**src/include/cpu_consts.svh**
```systemverilog
`ifndef CPU_CONSTS_SVH
`define CPU_CONSTS_SVH

// --------------------
// Datapath
// --------------------
`define CPU_WORD_W 16 // One memory word
`define CPU_ADDR_W 16 // Byte address, bit 0 always zero

// --------------------
// Cache geometry
// --------------------
`define CACHE_LINES 8 // Direct mapped, one way
`define LINE_WORDS 4 // Words fetched per refill

// --------------------
// Main memory
// --------------------
`define MEM_LAT 4 // Cycles from en to valid
`define MEM_WORDS 256 // Word depth

`endif

```
**src/logic/cpu_pkg.sv**
```systemverilog
`default_nettype none
`include "cpu_consts.svh"

package cpu_pkg;

	// --------------------
	// Address split
	// --------------------
	// Byte address = {tag, index, word offset, 1'b0}
	localparam int OFF_W = $clog2(`LINE_WORDS);
	localparam int IDX_W = $clog2(`CACHE_LINES);
	localparam int TAG_W = `CPU_ADDR_W - IDX_W - OFF_W - 1;

	typedef logic [`CPU_WORD_W-1:0] word_t;
	typedef logic [`CPU_ADDR_W-1:0] addr_t;
	typedef logic [TAG_W-1:0] tag_t; // Bits above index
	typedef logic [IDX_W-1:0] index_t; // Line select
	typedef logic [OFF_W-1:0] off_t; // Word within line

	// --------------------
	// Port bundles
	// --------------------
	typedef struct packed {
		logic rd; // Load or fetch
		logic wr; // Store, never with rd
		addr_t addr;
		word_t wdata;
	} cache_req_t;

	typedef struct packed {
		logic busy; // Stall the pipeline
		word_t rdata; // Valid when busy low
	} cache_rsp_t;

	typedef struct packed {
		logic en; // Held until valid
		logic wr;
		addr_t addr;
		word_t wdata;
	} mem_req_t;

	typedef struct packed {
		logic valid; // One cycle pulse
		word_t rdata;
	} mem_rsp_t;

	// FSM states
	typedef enum logic [1:0] {IDLE, FILL, WRITE} cache_state_t;
	typedef enum logic [1:0] {ARB_IDLE, ARB_I, ARB_D} arb_state_t;

	// Field helpers
	function automatic tag_t addr_tag(addr_t a);
		return a[`CPU_ADDR_W-1 -: TAG_W];
	endfunction

	function automatic index_t addr_index(addr_t a);
		return a[OFF_W+1 +: IDX_W];
	endfunction

	function automatic off_t addr_off(addr_t a);
		return a[1 +: OFF_W];
	endfunction

	// Rebuild a word address inside a line
	function automatic addr_t line_addr(tag_t t, index_t i, off_t o);
		return {t, i, o, 1'b0};
	endfunction

endpackage

`default_nettype wire

```
**src/logic/main_mem.sv**
```systemverilog
`timescale 1ns/1ps
`default_nettype none
`include "cpu_consts.svh"

// Single-port word memory with fixed access latency
module main_mem (
	input  logic              clk,
	input  logic              arst_n,
	input  cpu_pkg::mem_req_t req,
	output cpu_pkg::mem_rsp_t rsp
);

	localparam int LAT_W = $clog2(`MEM_LAT + 1);
	localparam int MEM_AW = $clog2(`MEM_WORDS);

	// --------------------
	// Storage
	// --------------------
	cpu_pkg::word_t mem_q [`MEM_WORDS]; // Contents survive reset
	cpu_pkg::word_t rdata_q;

	logic [LAT_W-1:0] lat_cnt_q; // Cycles of en seen so far
	logic valid_q;
	logic [MEM_AW-1:0] word_addr;
	logic fire; // Access happens at this edge

	assign word_addr = req.addr[MEM_AW:1]; // Drop byte bit

	// Last wait cycle of the current access
	// Cycle with valid high is not counted
	assign fire = req.en && !valid_q && (lat_cnt_q == LAT_W'(`MEM_LAT - 1));

	// --------------------
	// Latency counter
	// --------------------
	always_ff @(posedge clk or negedge arst_n) begin
		if (!arst_n) begin
			lat_cnt_q <= '0;
			valid_q <= 1'b0;
		end else begin
			valid_q <= fire; // One cycle pulse
			if (fire || valid_q || !req.en)
				lat_cnt_q <= '0; // Restart for the next access
			else
				lat_cnt_q <= lat_cnt_q + 1'b1;
		end
	end

	// Array access
	always_ff @(posedge clk) begin
		if (fire) begin
			if (req.wr)
				mem_q[word_addr] <= req.wdata;
			else
				rdata_q <= mem_q[word_addr];
		end
	end

	assign rsp = '{valid: valid_q, rdata: rdata_q};

endmodule

`default_nettype wire

```
**config.mk**
```make
export PLATFORM = sky130hd
export DESIGN_NAME = main_mem
export DESIGN_NICKNAME = d
export VERILOG_FILES = /design/src/logic/cpu_pkg.sv /design/src/logic/main_mem.sv
export VERILOG_INCLUDE_DIRS = /design/src /design/src/include
export SDC_FILE = /design/constraint.sdc
export NUM_CORES = 2
export LEC_CHECK = 0
export BUFFER_PORTS_ARGS = -buffer_cell sky130_fd_sc_hd__buf_2
export CORE_MARGIN = 2
export CORE_UTILIZATION = 37
export CTS_BUF_LIST = sky130_fd_sc_hd__clkbuf_2
export CTS_CLUSTER_SIZE = 28
export DETAILED_ROUTE_END_ITERATION = 8
export SLEW_MARGIN = 20
export SYNTH_ARGS = -nofsm -noshare
export SYNTH_HDL_FRONTEND = slang
export SYNTH_SLANG_ARGS = --single-unit
```
**constraint.sdc**
```tcl
create_clock -name clk -period 2.8 [get_ports clk]
set_input_delay 0.28 -clock clk [delete_from_list [all_inputs] [get_ports clk]]
set_output_delay 0.28 -clock clk [all_outputs]
set_load 0.05 [all_outputs]
```
# After elaboration in Yosys (flattened, before gate mapping)
# Memories as Yosys holds them, arrays and structs flattened. A register that Yosys moved wholly into a read port is not among the register bits.
# Index checks and enable logic that the tools add are counted.
# classes
n_addsub,1
eq_ne,1
muxes,4
bitwise,1
n_reduce_logical,7
# op_table
op,n
$add 3x1->3 const B,1
$eq 3x2->1 const B,1
$mux 1,3
$mux 3,1
$logic_and 1x1->1,2
$logic_not 1->1,2
$logic_or 1x1->1,2
$reduce_and 2->1,1
$not 1->1,1
# totals
register_bits,4
ramBits,4096
output_inout_bits,17
memories,1
# memory_table
name,words,width,read_ports,rd_clocked_by_memory_dff,write_ports,line_no,source
mem_q,256,16,1,1,1,main_mem.sv:19,cpu_pkg::word_t mem_q [`MEM_WORDS];

# Logic depth before layout (Yosys ltp)
# logic_depth
ltp_word,6
depth_mapped,8
mapped_depth_nobuf,6

# Worst setup path before layout
# Ideal clock, no wire load.
# synth_path
path_kind,input port to flip-flop
start,input req[18] (netlist name)
end,memory mem_q[114][0] (netlist name) (enable)
arrival_ns,2.474
required_time_ns,2.412
path_slack_ns,-0.062
path_stages,7
path_buffers,4
path_cell_list,clkbuf_1 buf_2 buf_2 nor3b_1 nand2_1 clkbuf_1 nor2_1
# synth_lines
item,line_no,source
from (decl),main_mem.sv:9,"input cpu_pkg::mem_req_t req,"
to (decl),main_mem.sv:19,
# Straight into the memory's write port.

# Worst setup path after layout
# layout_path
start,register rdata_q[9] (read register of mem_q)
end,output rsp[9] (netlist name)
# layout_lines
item,line_no,source
from (decl),main_mem.sv:20,cpu_pkg::word_t rdata_q;
to (decl),main_mem.sv:10,output cpu_pkg::mem_rsp_t rsp
# No word-level cell between the ends.

==> results.txt <==
status: complete, but fails checks
failing checks: negative setup slack
Routed WL per cell: 29.2 µm
PortBufs: 44
Post-Synth Adder-Cell Area: 0.0161%
Worst setup EP type: output port
CP max stage cell: edfxtp_1
Crit path required time: 2.52 ns
Synth Area in XOR/XNOR: 0%
Post-synth EDFFs: 4112
drt drc: 0
Clk Latency, worst-skew pair: 2.20 ns
count leader, synth: edfxtp_1
Die X: 652 µm
Detailed Place HPWL: 266 mm
maximum clock frequency: 292 MHz
Post-synth ARST share: 0.0972%
Synth cell types: 23
CP max FO: 1
Cells after DPL: 12900
Yosys top cell by area: edfxtp_1
Critical Path Start Type: flop
gr ovfl total: 0
RSZ-0062 raised after global routing: yes
Synth Area in Simple Gates: 0.862%
final hold violations: 0
CTS max path bufs: 5
Arr. time, crit path: 3.14 ns
Placer Congestion: 0.833
crit path kind: reg -> out
H-tree Lvls: 7
crit path buf inv count: 1
worst-margin pin slew: 0.974 ns
Area Overhead vs Synth: 18.7%
post-synth top area share: 79.4%
max-slew violations: 0
syn_area_per_cell: 23.1 µm²
Synth Area in Compound Gates: 3.66%
TritonRoute pass-1 iters: 6
YS warnings: 0
TritonCTS clock tree: yes
Seq/Total Area, Yosys: 79.5%
initial core utilization: 37.1%
Cell Chain, Critical Path: buf_6
CP top delay family: flip-flops
Tot GR Track Use: 20.2%
clk_skew: 0.262 ns
Mapped Cells: 6720
fillers: 35700
CTS sink count: 4116
Hold Path Class: in -> reg
CTS clock-pin slew for the worst setup and hold paths: 0.10 ns
Period minus WS final: 3.42 ns
Tcrit/Tclk final: 122%
worst setup margin: -0.620 ns
Mapped Area: 0.155 mm²
final wirelength: 430 mm
Worst IR Drop VDD: 362 µV
vias in the first global route: 84000
max incr delay on CP: 0.72 ns
post-DR vias/cell: 5.55
root buf cell: clkbuf_2
Syn Nets: 6758
IO Pins: 53
Tot Pwr: 113 mW
Finished Cell Area: 0.184 mm²
reg2reg setup slack: 0.04 ns
DRT antenna net count: 0
Synth Flop Type: edfxtp_1
Via Count: 81700
slew margin rel.: 35.1%
First DRT Iteration DRCs: 10000
mux contribution to synthesized area: 14.8%
first-pass GRT wire length: 611 mm
# rows: 238
share of post-route cells with drive strength above 1: 40.8%
Pwr Density: 614 mW/mm²
top post-synthesis cells by area: edfxtp_1 79%, mux4_2 15%, a22oi_1 2.5%
Finish-stage setup viols: 23
core area: 0.419 mm²
Post-Layout Cell Count: 14700
Area after DPL: 0.174 mm²
DIE AREA: 0.425 mm²
Max Cap Viol: 0
largest net degree at the start of global routing: 109
total CTS buffers: 1094
largest family of logic cells by synthesized area: multiplexers
antenna violations before repair: 29
Post-layout nets: 8588
Static Leak: 59.5 nW
commonest cells in the netlist: 4112 x edfxtp_1, 1024 x mux4_2, 512 x a22oi_1
Die Y: 652 µm
#FFs+latches synth: 4116
## path summary, 6_finish.rpt
check,from,to,cells after the start
setup / recovery,rdata_q[9]$_DFFE_PP_,rsp[9],1
hold / removal,req[18],mem_q[13][12]$_DFFE_PP_,9
setup reg to reg,mem_q[123][11]$_DFFE_PP_,rdata_q[11]$_DFFE_PP_,6
hold reg to reg,lat_cnt_q[0]$_DFF_PN0_,lat_cnt_q[0]$_DFF_PN0_,1
max in group asynchronous,arst_n,lat_cnt_q[2]$_DFF_PN0_,6
min in group asynchronous,arst_n,valid_q$_DFF_PN0_,6
## power breakdown
group	internal (mW)	switching, mW
Combinational	2.70	4.01
Clock	15.4	23.4
Sequential	67.7	0.0153
Total	85.7	27.4
## metal layers
layer	global-route usage [%]	wire [µm]
met1	27.6	172000
met2	32.3	210000
met3	4.27	37800
met4	6.99	10200
met5	0	27
## area by class of cell
| cell class | instances | area [µm²] | share of cell area, % |
|---|---|---|---|
| Antenna cell | 16 | 40.0 | 0.0217 |
| Clock buffer | 1493 | 7470 | 4.05 |
| Clock inverter | 242 | 1290 | 0.697 |
| Inverter | 2 | 7.51 | 0.00407 |
| Multi-Input combinational cell | 2189 | 30800 | 16.7 |
| Sequential cell | 4116 | 124000 | 67.0 |
| Tap cell | 5520 | 6910 | 3.74 |
| Timing Repair Buffer | 1147 | 14400 | 7.78 |
## kinds of logic after synthesis
logic type,after synthesis
simple gates,331
buf+inv,415
mux,1024
flops,4116
fa+ha+maj,2
compound gates,832
## cell usage in the layout, fill, tap and decap left out, types with 2 or more instances in the layout
cell type      instances
mux4_2              1024
a21oi_1              254
bufinv_16             13
buf_8                 17
and2_4                 2
edfxtp_1            4112
o41ai_4               13
buf_6                 24
nor2b_4                3
ha_1                   2
nor2_2                25
buf_12               404
buf_2                 10
inv_2                 25
nand2b_4               2
clkinv_2              18
nand4_1               16
nand2_2               17
nand2_1               12
nor2_4                 6
nand3_1                5
nor2b_1                2
dlygate4sd3_1         80
o41ai_1               20
inv_1                  2
clkbuf_2            1494
a22oi_1              512
buf_16                15
nor2b_2                3
nor2_1               231
buf_4                596
clkinv_1             183
diode_2               16
a21oi_2                2
o41ai_2               31
dfrtp_1                3
clkinv_4               2
## registers in the layout, indices dropped and copies added (netlist names)
| register | flops |
|---|---|
| rdata_q | 16 |
| mem_q | 4096 |
| valid_q | 1 |
| lat_cnt_q | 3 |
## per-stage QoR
stage	setup TNS [ns]	utilization, %	hold WS (ns)	worst slack (ns)
global placement	-33.60	41.5	0.0858	-1.98
detailed placement	-27.58	41.5	0.0913	-1.07
global route	-9.68	44.0	0.141	-0.701
floorplan	-53.13	-	-0.0156	-0.0623
CTS	-295.81	43.9	0.0108	-0.924
finish	-7.55	44.0	0.258	-0.620
## repair_timing
item                       in CTS  in global routing
pin swaps                       1                  0
resized for setup              54                 44
hold endpoints to repair     8232                  0
setup endpoints to repair     642               1045
hold buffers                   97                  0
gates cloned                    0                  1
setup buffers                   0                  1
Power figures use the tool's default switching activity.
