==> config.mk <==
export PLATFORM = sky130hd
export DESIGN_NAME = mem_arbiter
export DESIGN_NICKNAME = d
export VERILOG_FILES = /design/src/logic/cpu_pkg.sv /design/src/logic/mem_arbiter.sv
export VERILOG_INCLUDE_DIRS = /design/src /design/src/include
export SDC_FILE = /design/constraint.sdc
export NUM_CORES = 1
export LEC_CHECK = 0
export ABC_AREA = 0
export BUFFER_PORTS_ARGS = -buffer_cell sky130_fd_sc_hd__buf_2
export CAP_MARGIN = 25
export CORE_MARGIN = 4
export CORE_UTILIZATION = 25
export DETAILED_ROUTE_END_ITERATION = 7
export PLACE_DENSITY_LB_ADDON = 0.3
export SETUP_SLACK_MARGIN = 0.05
export SKIP_LAST_GASP = 1
export SLEW_MARGIN = 30
export SYNTH_ARGS = -nofsm -noshare
export SYNTH_HDL_FRONTEND = slang
export SYNTH_SLANG_ARGS = --single-unit
==> constraint.sdc <==
create_clock -name clk -period 1.6 [get_ports clk]
set_clock_uncertainty 0.05 [all_clocks]
set_input_delay 0 -clock clk [delete_from_list [all_inputs] [get_ports clk]]
set_output_delay 0 -clock clk [all_outputs]
set_load 0.005 [all_outputs]
==> src/include/cpu_consts.svh <==
`ifndef CPU_CONSTS_SVH
`define CPU_CONSTS_SVH

// --------------------
// Datapath
// --------------------
`define CPU_WORD_W 16 // One memory word
`define CPU_ADDR_W 16 // Byte address, bit 0 always zero

// --------------------
// Cache geometry
// --------------------
`define CACHE_LINES 8 // Direct mapped, one way
`define LINE_WORDS 4 // Words fetched per refill

// --------------------
// Main memory
// --------------------
`define MEM_LAT 4 // Cycles from en to valid
`define MEM_WORDS 256 // Word depth

`endif

==> src/logic/cpu_pkg.sv <==
`default_nettype none
`include "cpu_consts.svh"

package cpu_pkg;

	// --------------------
	// Address split
	// --------------------
	// Byte address = {tag, index, word offset, 1'b0}
	localparam int OFF_W = $clog2(`LINE_WORDS);
	localparam int IDX_W = $clog2(`CACHE_LINES);
	localparam int TAG_W = `CPU_ADDR_W - IDX_W - OFF_W - 1;

	typedef logic [`CPU_WORD_W-1:0] word_t;
	typedef logic [`CPU_ADDR_W-1:0] addr_t;
	typedef logic [TAG_W-1:0] tag_t; // Bits above index
	typedef logic [IDX_W-1:0] index_t; // Line select
	typedef logic [OFF_W-1:0] off_t; // Word within line

	// --------------------
	// Port bundles
	// --------------------
	typedef struct packed {
		logic rd; // Load or fetch
		logic wr; // Store, never with rd
		addr_t addr;
		word_t wdata;
	} cache_req_t;

	typedef struct packed {
		logic busy; // Stall the pipeline
		word_t rdata; // Valid when busy low
	} cache_rsp_t;

	typedef struct packed {
		logic en; // Held until valid
		logic wr;
		addr_t addr;
		word_t wdata;
	} mem_req_t;

	typedef struct packed {
		logic valid; // One cycle pulse
		word_t rdata;
	} mem_rsp_t;

	// FSM states
	typedef enum logic [1:0] {IDLE, FILL, WRITE} cache_state_t;
	typedef enum logic [1:0] {ARB_IDLE, ARB_I, ARB_D} arb_state_t;

	// Field helpers
	function automatic tag_t addr_tag(addr_t a);
		return a[`CPU_ADDR_W-1 -: TAG_W];
	endfunction

	function automatic index_t addr_index(addr_t a);
		return a[OFF_W+1 +: IDX_W];
	endfunction

	function automatic off_t addr_off(addr_t a);
		return a[1 +: OFF_W];
	endfunction

	// Rebuild a word address inside a line
	function automatic addr_t line_addr(tag_t t, index_t i, off_t o);
		return {t, i, o, 1'b0};
	endfunction

endpackage

`default_nettype wire

==> src/logic/mem_arbiter.sv <==
`timescale 1ns/1ps
`default_nettype none

// Shares the single memory port between the two caches
module mem_arbiter (
	input  logic              clk,
	input  logic              arst_n,
	input  cpu_pkg::mem_req_t i_mem_req, // I-cache side
	input  cpu_pkg::mem_req_t d_mem_req, // D-cache side
	input  logic              i_done,
	input  logic              d_done,
	output cpu_pkg::mem_rsp_t i_mem_rsp,
	output cpu_pkg::mem_rsp_t d_mem_rsp,
	output cpu_pkg::mem_req_t mem_req, // To main memory
	input  cpu_pkg::mem_rsp_t mem_rsp
);

	cpu_pkg::arb_state_t state_q;
	cpu_pkg::arb_state_t state_d;

	// --------------------
	// Grant FSM
	// --------------------
	// Fetch wins a tie, grant held to the owner's done
	always_comb begin
		state_d = state_q;
		case (state_q)
			cpu_pkg::ARB_IDLE: begin
				if (i_mem_req.en)
					state_d = cpu_pkg::ARB_I;
				else if (d_mem_req.en)
					state_d = cpu_pkg::ARB_D;
			end
			cpu_pkg::ARB_I: begin
				if (i_done)
					state_d = cpu_pkg::ARB_IDLE; // One idle cycle between owners
			end
			cpu_pkg::ARB_D: begin
				if (d_done)
					state_d = cpu_pkg::ARB_IDLE;
			end
			default: state_d = cpu_pkg::ARB_IDLE;
		endcase
	end

	always_ff @(posedge clk or negedge arst_n) begin
		if (!arst_n)
			state_q <= cpu_pkg::ARB_IDLE;
		else
			state_q <= state_d;
	end

	// --------------------
	// Steering
	// --------------------
	always_comb begin
		case (state_q)
			cpu_pkg::ARB_I: mem_req = i_mem_req;
			cpu_pkg::ARB_D: mem_req = d_mem_req;
			default:        mem_req = '0; // Port quiet while idle
		endcase
	end

	// Response goes to the owner only
	assign i_mem_rsp = '{
		valid: mem_rsp.valid && (state_q == cpu_pkg::ARB_I),
		rdata: mem_rsp.rdata
	};
	assign d_mem_rsp = '{
		valid: mem_rsp.valid && (state_q == cpu_pkg::ARB_D),
		rdata: mem_rsp.rdata
	};

endmodule

`default_nettype wire

## Yosys cells after proc, flatten, opt, wreduce, memory -nomap -nowiden

Index checks and enable logic that the tools add are counted.
Widths: inputs -> output; s select.

| storage, ports and cells | value |
|---|---|
| word-level logic and storage cells | 16 |
| input port bits | 89 |
| bits in registers | 2 |
| output and inout port bits | 68 |

| cells by class | value |
|---|---|
| mux-type cells | 6 |
| reductions and logical operators | 4 |
| equal/unequal tests | 5 |

Operators by type and width:

| kind | count |
|---|---|
| $pmux 34 s2 | 1 |
| $mux 2 | 4 |
| $pmux 2 s3 | 1 |
| $ne 2x2->1 const B | 2 |
| $ne 3x3->1 const B | 1 |
| $reduce_and 3->1 | 1 |
| $eq 2x1->1 const B | 1 |
| $eq 2x2->1 const B | 1 |
| $logic_and 1x1->1 | 2 |
| $logic_not 2->1 | 1 |

## Depth between registers and ports, before layout

Gate-level depths: netlist (run 1).

| logic depth | value |
|---|---|
| word-level depth | 3 |
| mapped depth | 6 |
| gate-level depth less buffers | 5 |

## Least setup slack after synthesis (run 1)

Ideal clock, no wire load.

| timing path | value |
|---|---|
| kind | reg2reg |
| from | register state_q[0] |
| to | register state_q[0] |
| path slack | 0.366 ns |
| cell stages (with the launch flop) | 7 |
| buffers on the path | 1 |
| setup time | 0.124 ns |
| data required time | 1.426 ns |
| arrival | 1.061 ns |
| clock period less this slack | 1.234 ns |
| cell sequence | dfrtp_1 > inv_1 > ha_1 > buf_6 > nand2b_2 > a32oi_1 > o21bai_1 |

| between the ends | value |
|---|---|
| longest elaborated chain between the ends | 3 |
| elaborated cells between the ends (all ways) | 8 |
| classes of those cells | 5 x eq/ne; 1 x mux; 2 x reduce/logical |

RTL lines:

| item | RTL line | text |
|---|---|---|
| start: declaration | mem_arbiter.sv:18 | `cpu_pkg::arb_state_t state_q;` |
| start signal: assignment | mem_arbiter.sv:48 | `state_q <= cpu_pkg::ARB_IDLE;` |
| start signal: assignment | mem_arbiter.sv:50 | `state_q <= state_d;` |
| $eq 2x2->1 (tied with other cells) | mem_arbiter.sv:27 | `case (state_q)` |
| $ne 2x2->1 (no source line) / $ne 3x3->1 (equally long branches) | -- |  |
| $reduce_and 3->1 (no source line) | -- |  |

Parallel ways exist; a longest one is shown, timed or not.
A chain may end at the register's enable or synchronous reset.

==> summary.txt, run 1 <==
outcome -> finished, final reports clean
Total Wirelength -> 3.97 mm
Unique masters post-synth -> 17
diode count -> 0
# DRC -> 0
grt total ovfl -> 0
first-pass GRT wire length -> 5.32 mm
RSZ-0062 raised after global routing -> true
P&R area growth vs syn -> 71.5%
CTS tree -> done
port buffer count -> 108
synthesized area -> 987 sq um
initial core utilization -> 26.4%
overall routing resource usage -> 12.7%
nets -> 322
GPL Wtd Cong -> 0.803
Vias per Instance -> 4.56
initial antenna violation count -> 0
core area -> 0.00374 sq mm
post-synthesis net count -> 222
post-route ant nets -> 0
share of layout cells above drive strength 1 -> 62.3%
Die Y -> 70.8 microns
crit path max-delay cell type -> dfrtp_1
CP endpoint kind -> output port
Post-DP HPWL -> 2.76 mm
Syn Inst Count -> 130
Mapped Avg Cell Area -> 7.59 sq um
Worst Path Arrival -> 1.49 ns
# fillers -> 371
Placed Area -> 0.00131 sq mm
Leak -> 0.846 nW
Crit. Startpoint -> state_q[1]$_DFFE_PN0P_
commonest cells after routing, fill and taps aside -> buf_2 (108), nor2b_1 (34), a22oi_1 (23)
VDD IR max -> 0.850 mV
drt first pass iters -> 4
register bank with the most flops -> state_q
Final Critical Period -> 1.54 ns
Max Cap Viol -> 0
synthesis warning total -> 0
Die X -> 70.8 microns
CP Max Fanout -> 15
register area share after synthesis -> 5.07%
Final Hold Vio Count -> 0
Crit path required time -> 1.55 ns
root buffer cell -> clkbuf_8
routed vias -> 1,258
commonest non-fill, non-tap cell in the layout -> buf_2
Worst-path clk slew -> 0.03 ns
fmax -> 0.648 GHz
Final Max Slew Viols -> 0
crit path kind -> reg2out
reg2reg start -> state_q[0]$_DFFE_PN0P_
final worst-path cycle share -> 96.4%
Routed wire per std cell -> 14.4 microns
vias in the first global route -> 1,158
top flop regs -> state_q (2)
clk_lat worst skew -> 0.21 ns
row count -> 22
I/O pin count -> 157
post-route design area -> 0.00169 sq mm
Largest register FFs -> 2
pwr/cell area -> 1540 mW/mm^2
Least-Margin Pin Slew -> 0.196 ns
Hold Path Class -> in2async
cell chain of the critical path -> buf_4, ha_4, buf_12, a22oi_1, nor2b_1, buf_2
Relative slew margins -> 86.9%
CTS buffer count -> 3
Hold WS -> 0.0551 ns
DR iter-0 viols -> 64
crit path launch type -> register
largest net degree at the start of global routing -> 30
CP peak stage delay -> 0.39 ns
CTS sink count -> 2
Die Area -> 0.00502 sq mm
maximum root-to-sink buffer count -> 2
H-tree depth -> 1
Synth Register Bits -> 2
Setup Viol. Count Final -> 0
==> cell families (layout without fill, tap and decap cells) <==
group / count (synthesis) / in the layout / synth area share (%)
simple gates: 39 / 39 / 25.7
compound gates: 39 / 39 / 29.3
flops: 2 / 2 / 5.07
fa+ha+maj: 3 / 3 / 3.80
buf+inv: 47 / 145 / 36.1
==> cells in the mapped netlist <==
cell,n,area (sq um)
buf_6,4,45.0
and2_1,2,12.5
buf_4,34,255
o21bai_1,1,7.51
nand2b_2,1,8.76
clkbuf_1,3,11.3
nand2b_1,1,6.26
a21oi_1,1,5.00
buf_8,2,30.0
inv_1,4,15.0
a32oi_1,1,8.76
nand2b_4,1,13.8
dfrtp_1,2,50.1
ha_1,3,37.5
a31oi_1,2,12.5
a22oi_1,34,255
nor2b_1,34,213
==> layer usage <==
layer	global-route usage (%)	wire [microns]	part of all wire [%]	vias up
met5	0	0	0	-
met4	1.67	4	0.10	0
met3	4.83	466	12	2
met2	23.3	2060	52	79
met1	14.1	1440	36	556
li1	-	-	-	621
==> area by class of cell <==
class,count,area (sq um),share of cell area [%]
multi-input combinational,81,673,39.8
timing repair buffer,138,853,50.4
inverter,4,15.0,0.887
sequential,2,50.0,2.96
clock buffer,3,41.3,2.44
tap,48,60.1,3.55
==> critical path: cells and delay by family (launching register included) <==
family          cells  cell delay, ns
compound gates      1            0.20
fa+ha+maj           1            0.18
simple gates        1            0.07
buf+inv             3            0.43
flops               1            0.39
==> power by group <==
group          internal [mW]  total (mW)  switching (mW)
Sequential            0.0758      0.0987          0.0229
Clock                  0.159       0.193          0.0346
Combinational           1.27        2.32            1.05
Total                   1.50        2.61            1.11
==> stage by stage <==
stage / TNS [ns] / setup WS (ns) / utilization [%] / instances / total power, mW
3_3_place_gp: 0 / 0.243 / 35.0 / 250 / 1.94
2_1_floorplan: 0 / 0.366 / - / 130 / 1.44
5_1_grt: -0.00698 / -0.00698 / 45.2 / 276 / 2.85
3_5_place_dp: 0 / 0.193 / 35.0 / 250 / 1.95
6_report: 0 / 0.0573 / 45.2 / 276 / 2.61
4_1_cts: 0 / 0.0387 / 40.9 / 270 / 2.22
==> path summary, 6_finish.rpt <==
path,endpoint,slack (ns),cells past startpoint
min in group clk,state_q[1]$_DFFE_PN0P_,0.06,3
max reg2reg,state_q[0]$_DFFE_PN0P_,0.33,5
max,mem_req[22],0.06,6
min reg2reg,state_q[1]$_DFFE_PN0P_,0.65,3
min,state_q[1]$_DFFE_PN0P_,0.06,2
max in group asynchronous,state_q[0]$_DFFE_PN0P_,1.34,2
==> what timing repair did <==
item	4_1_cts	5_1_grt
setup buffers	0	4
hold buffers	17	0
setup endpoints to repair	21	34
gates resized for setup	3	20
hold endpoints to repair	34	0
cloned	0	2
Note: power is estimated with default switching activity, not from simulation.
==> run 2: changes to the inputs <==
- BUFFER_PORTS_ARGS: -buffer_cell sky130_fd_sc_hd__buf_2 -> -buffer_cell sky130_fd_sc_hd__buf_4
- CELL_PAD_IN_SITES_DETAIL_PLACEMENT: unset -> 1
- CELL_PAD_IN_SITES_GLOBAL_PLACEMENT: unset -> 1
- CORE_UTILIZATION: 25 -> 18
- clock period: 1.6 -> 1.9 ns (I/O delays scaled with it)
==> summary.txt, run 2 (synthesis results as in run 1) <==
outcome -> finished, final reports clean
Int Power -> 1.13 mW (-25%)
Setup Viol. Count Final -> 0 (unchanged)
drt first pass iters -> 4 (unchanged)
Final Critical Period -> 1.66 ns
initial core utilization -> 19.0% (-7.4 points)
share of layout cells above drive strength 1 -> 53.6% (-8.6 points)
post-route ant nets -> 0 (unchanged)
row count -> 26 (+18%)
Comb pwr share -> 87.6% (-1.2 points)
maximum root-to-sink buffer count -> 2 (unchanged)
Die Area -> 0.00673 sq mm (+34%)
Post-DP HPWL -> 3.51 mm (+27%)
GPL Wtd Cong -> 0.652 (-19%)
root buffer cell -> clkbuf_8
crit path kind -> reg2out
H-tree depth -> 1 (unchanged)
Fin Setup TNS -> 0 ns (unchanged)
CP Max Fanout -> 22 (+7)
Hold-fix buffers, CTS -> 17 (unchanged)
Reg power frac -> 4.1% (+0.3 points)
R2R Setup Slk -> 0.52 ns (+0.19 ns)
routed vias -> 1,263 (+0.40%)
post-CTS setup buffers -> 0 (unchanged)
final worst-path cycle share -> 87.2%
diode count -> 0 (unchanged)
commonest cells after routing, fill and taps aside -> buf_4 (113), a22oi_1 (34), nor2b_1 (34)
DR iter-0 viols -> 35 (-45%)
largest net degree at the start of global routing -> 35 (+17%)
overall routing resource usage -> 12.3% (-0.40 points)
RSZ-0062 raised after global routing -> false
VDD IR max -> 0.461 mV (-46%)
port buffer count -> 108 (unchanged)
# DRC -> 0 (unchanged)
fmax -> 0.604 GHz
switching power of the nets -> 0.850 mW (-23%)
CTS tree -> done
Hold Path Class -> in2reg
I/O pin count -> 157 (unchanged)
Worst Path Arrival -> 1.61 ns (+0.12 ns)
Place WS -> 0.479 ns (+0.286 ns)
CTS sink count -> 2 (unchanged)
vias in the first global route -> 1,291 (+11%)
Routed wire per std cell -> 16.0 microns (+11%)
clock share of power -> 8.3% (+0.9 points)
nets -> 314 (-2.5%)
Max Cap Viol -> 0 (unchanged)
clk_lat worst skew -> 0.21 ns (about the same)
CP endpoint kind -> output port
Final Hold Vio Count -> 0 (unchanged)
crit path launch type -> register
Total Wirelength -> 4.64 mm (+17%)
commonest non-fill, non-tap cell in the layout -> buf_4
initial antenna violation count -> 0 (unchanged)
Setup WS post-layout -> 0.244 ns (+0.187 ns)
pwr/cell area -> 1100 mW/mm^2 (-28%)
Least-Margin Pin Slew -> 0.281 ns (+0.0844 ns)
register bank with the most flops -> state_q
Worst-path clk slew -> 0.03 ns (about the same)
Vias per Instance -> 4.36 (-4.4%)
core area -> 0.00520 sq mm (+39%)
P&R area growth vs syn -> 81.6%
Relative slew margins -> 81.3% (-5.6 points)
CTS buffer count -> 3 (unchanged)
Largest register FFs -> 2 (unchanged)
Final Max Slew Viols -> 0 (unchanged)
Leak -> 0.850 nW (+0.50%)
grt total ovfl -> 0 (unchanged)
top flop regs -> state_q (2)
Die X -> 82.1 microns (+16%)
Die Y -> 82.1 microns (+16%)
post-cts resize count -> 0 (-3)
first-pass GRT wire length -> 6.41 mm (+21%)
Switching Share -> 43.0% (+0.42 points)
Crit path required time -> 1.85 ns (+0.30 ns)
run 2: cell types whose count changed in the layout (fill, tap and decap cells not counted), sizes merged:
cell	before	now
buf	119	113
clkbuf	5	3
run 2: metal layers:
metal  wire (microns)  vias to the layer above  GRT usage [%]  part of all wire (%)
met2             2210                      104           21.8                    48
li1                 -                      602              -                     -
met5                0                        -              0                     0
met1             1800                      555           14.9                    39
met3              619                        2           3.18                    13
met4                8                        0           1.99                  0.17
run 2: power groups by stage:
stage,Sequential [mW],Combinational [mW],Clock [mW]
floorplan,0.0765,1.14,0
global placement,0.0808,1.72,0
detailed placement,0.0812,1.72,0
CTS,0.0810,1.77,0.170
global route,0.0835,1.93,0.172
finish,0.0810,1.73,0.165
run 2: through the flow:
| stage | hold WS, ns | instances | total power [mW] | instance area (sq um) | util, % |
|---|---|---|---|---|---|
| 2_1_floorplan | -0.346 | 130 | 1.22 | 987 | - |
| 3_3_place_gp | -0.264 | 270 | 1.80 | 1580 | 30.4 |
| 3_5_place_dp | -0.263 | 270 | 1.80 | 1580 | 30.4 |
| 4_1_cts | 0.0496 | 290 | 2.02 | 1790 | 34.4 |
| 5_1_grt | 0.0760 | 290 | 2.18 | 1790 | 34.4 |
| 6_report | 0.0472 | 290 | 1.98 | 1790 | 34.4 |
run 2: final cells by class:
cell class | instances | area, sq um
inverters | 4 | 15.0
flip-flops and latches | 2 | 50.0
well taps | 70 | 87.6
clock buffers | 3 | 41.3
repair buffers | 130 | 1020
multi-input cells | 81 | 581
fillers | 652 | 3410
run 2: worst paths after layout:
path                                        start  depth (start not counted)                      to
setup / recovery           state_q[0]$_DFFE_PN0P_                          6             mem_req[15]
hold / removal                      i_mem_req[33]                          3  state_q[1]$_DFFE_PN0P_
min in group asynchronous                  arst_n                          2  state_q[0]$_DFFE_PN0P_
hold reg to reg            state_q[1]$_DFFE_PN0P_                          2  state_q[1]$_DFFE_PN0P_
max in group asynchronous                  arst_n                          2  state_q[1]$_DFFE_PN0P_
setup reg to reg           state_q[1]$_DFFE_PN0P_                          6  state_q[0]$_DFFE_PN0P_
run 2: critical path, stage by stage, from the launching register on:
cell and delay [ns]:
dfrtp_1 0.39, inv_1 0.11, ha_1 0.23, buf_4 0.27
a22oi_1 0.10, nor2b_1 0.16, buf_4 0.13
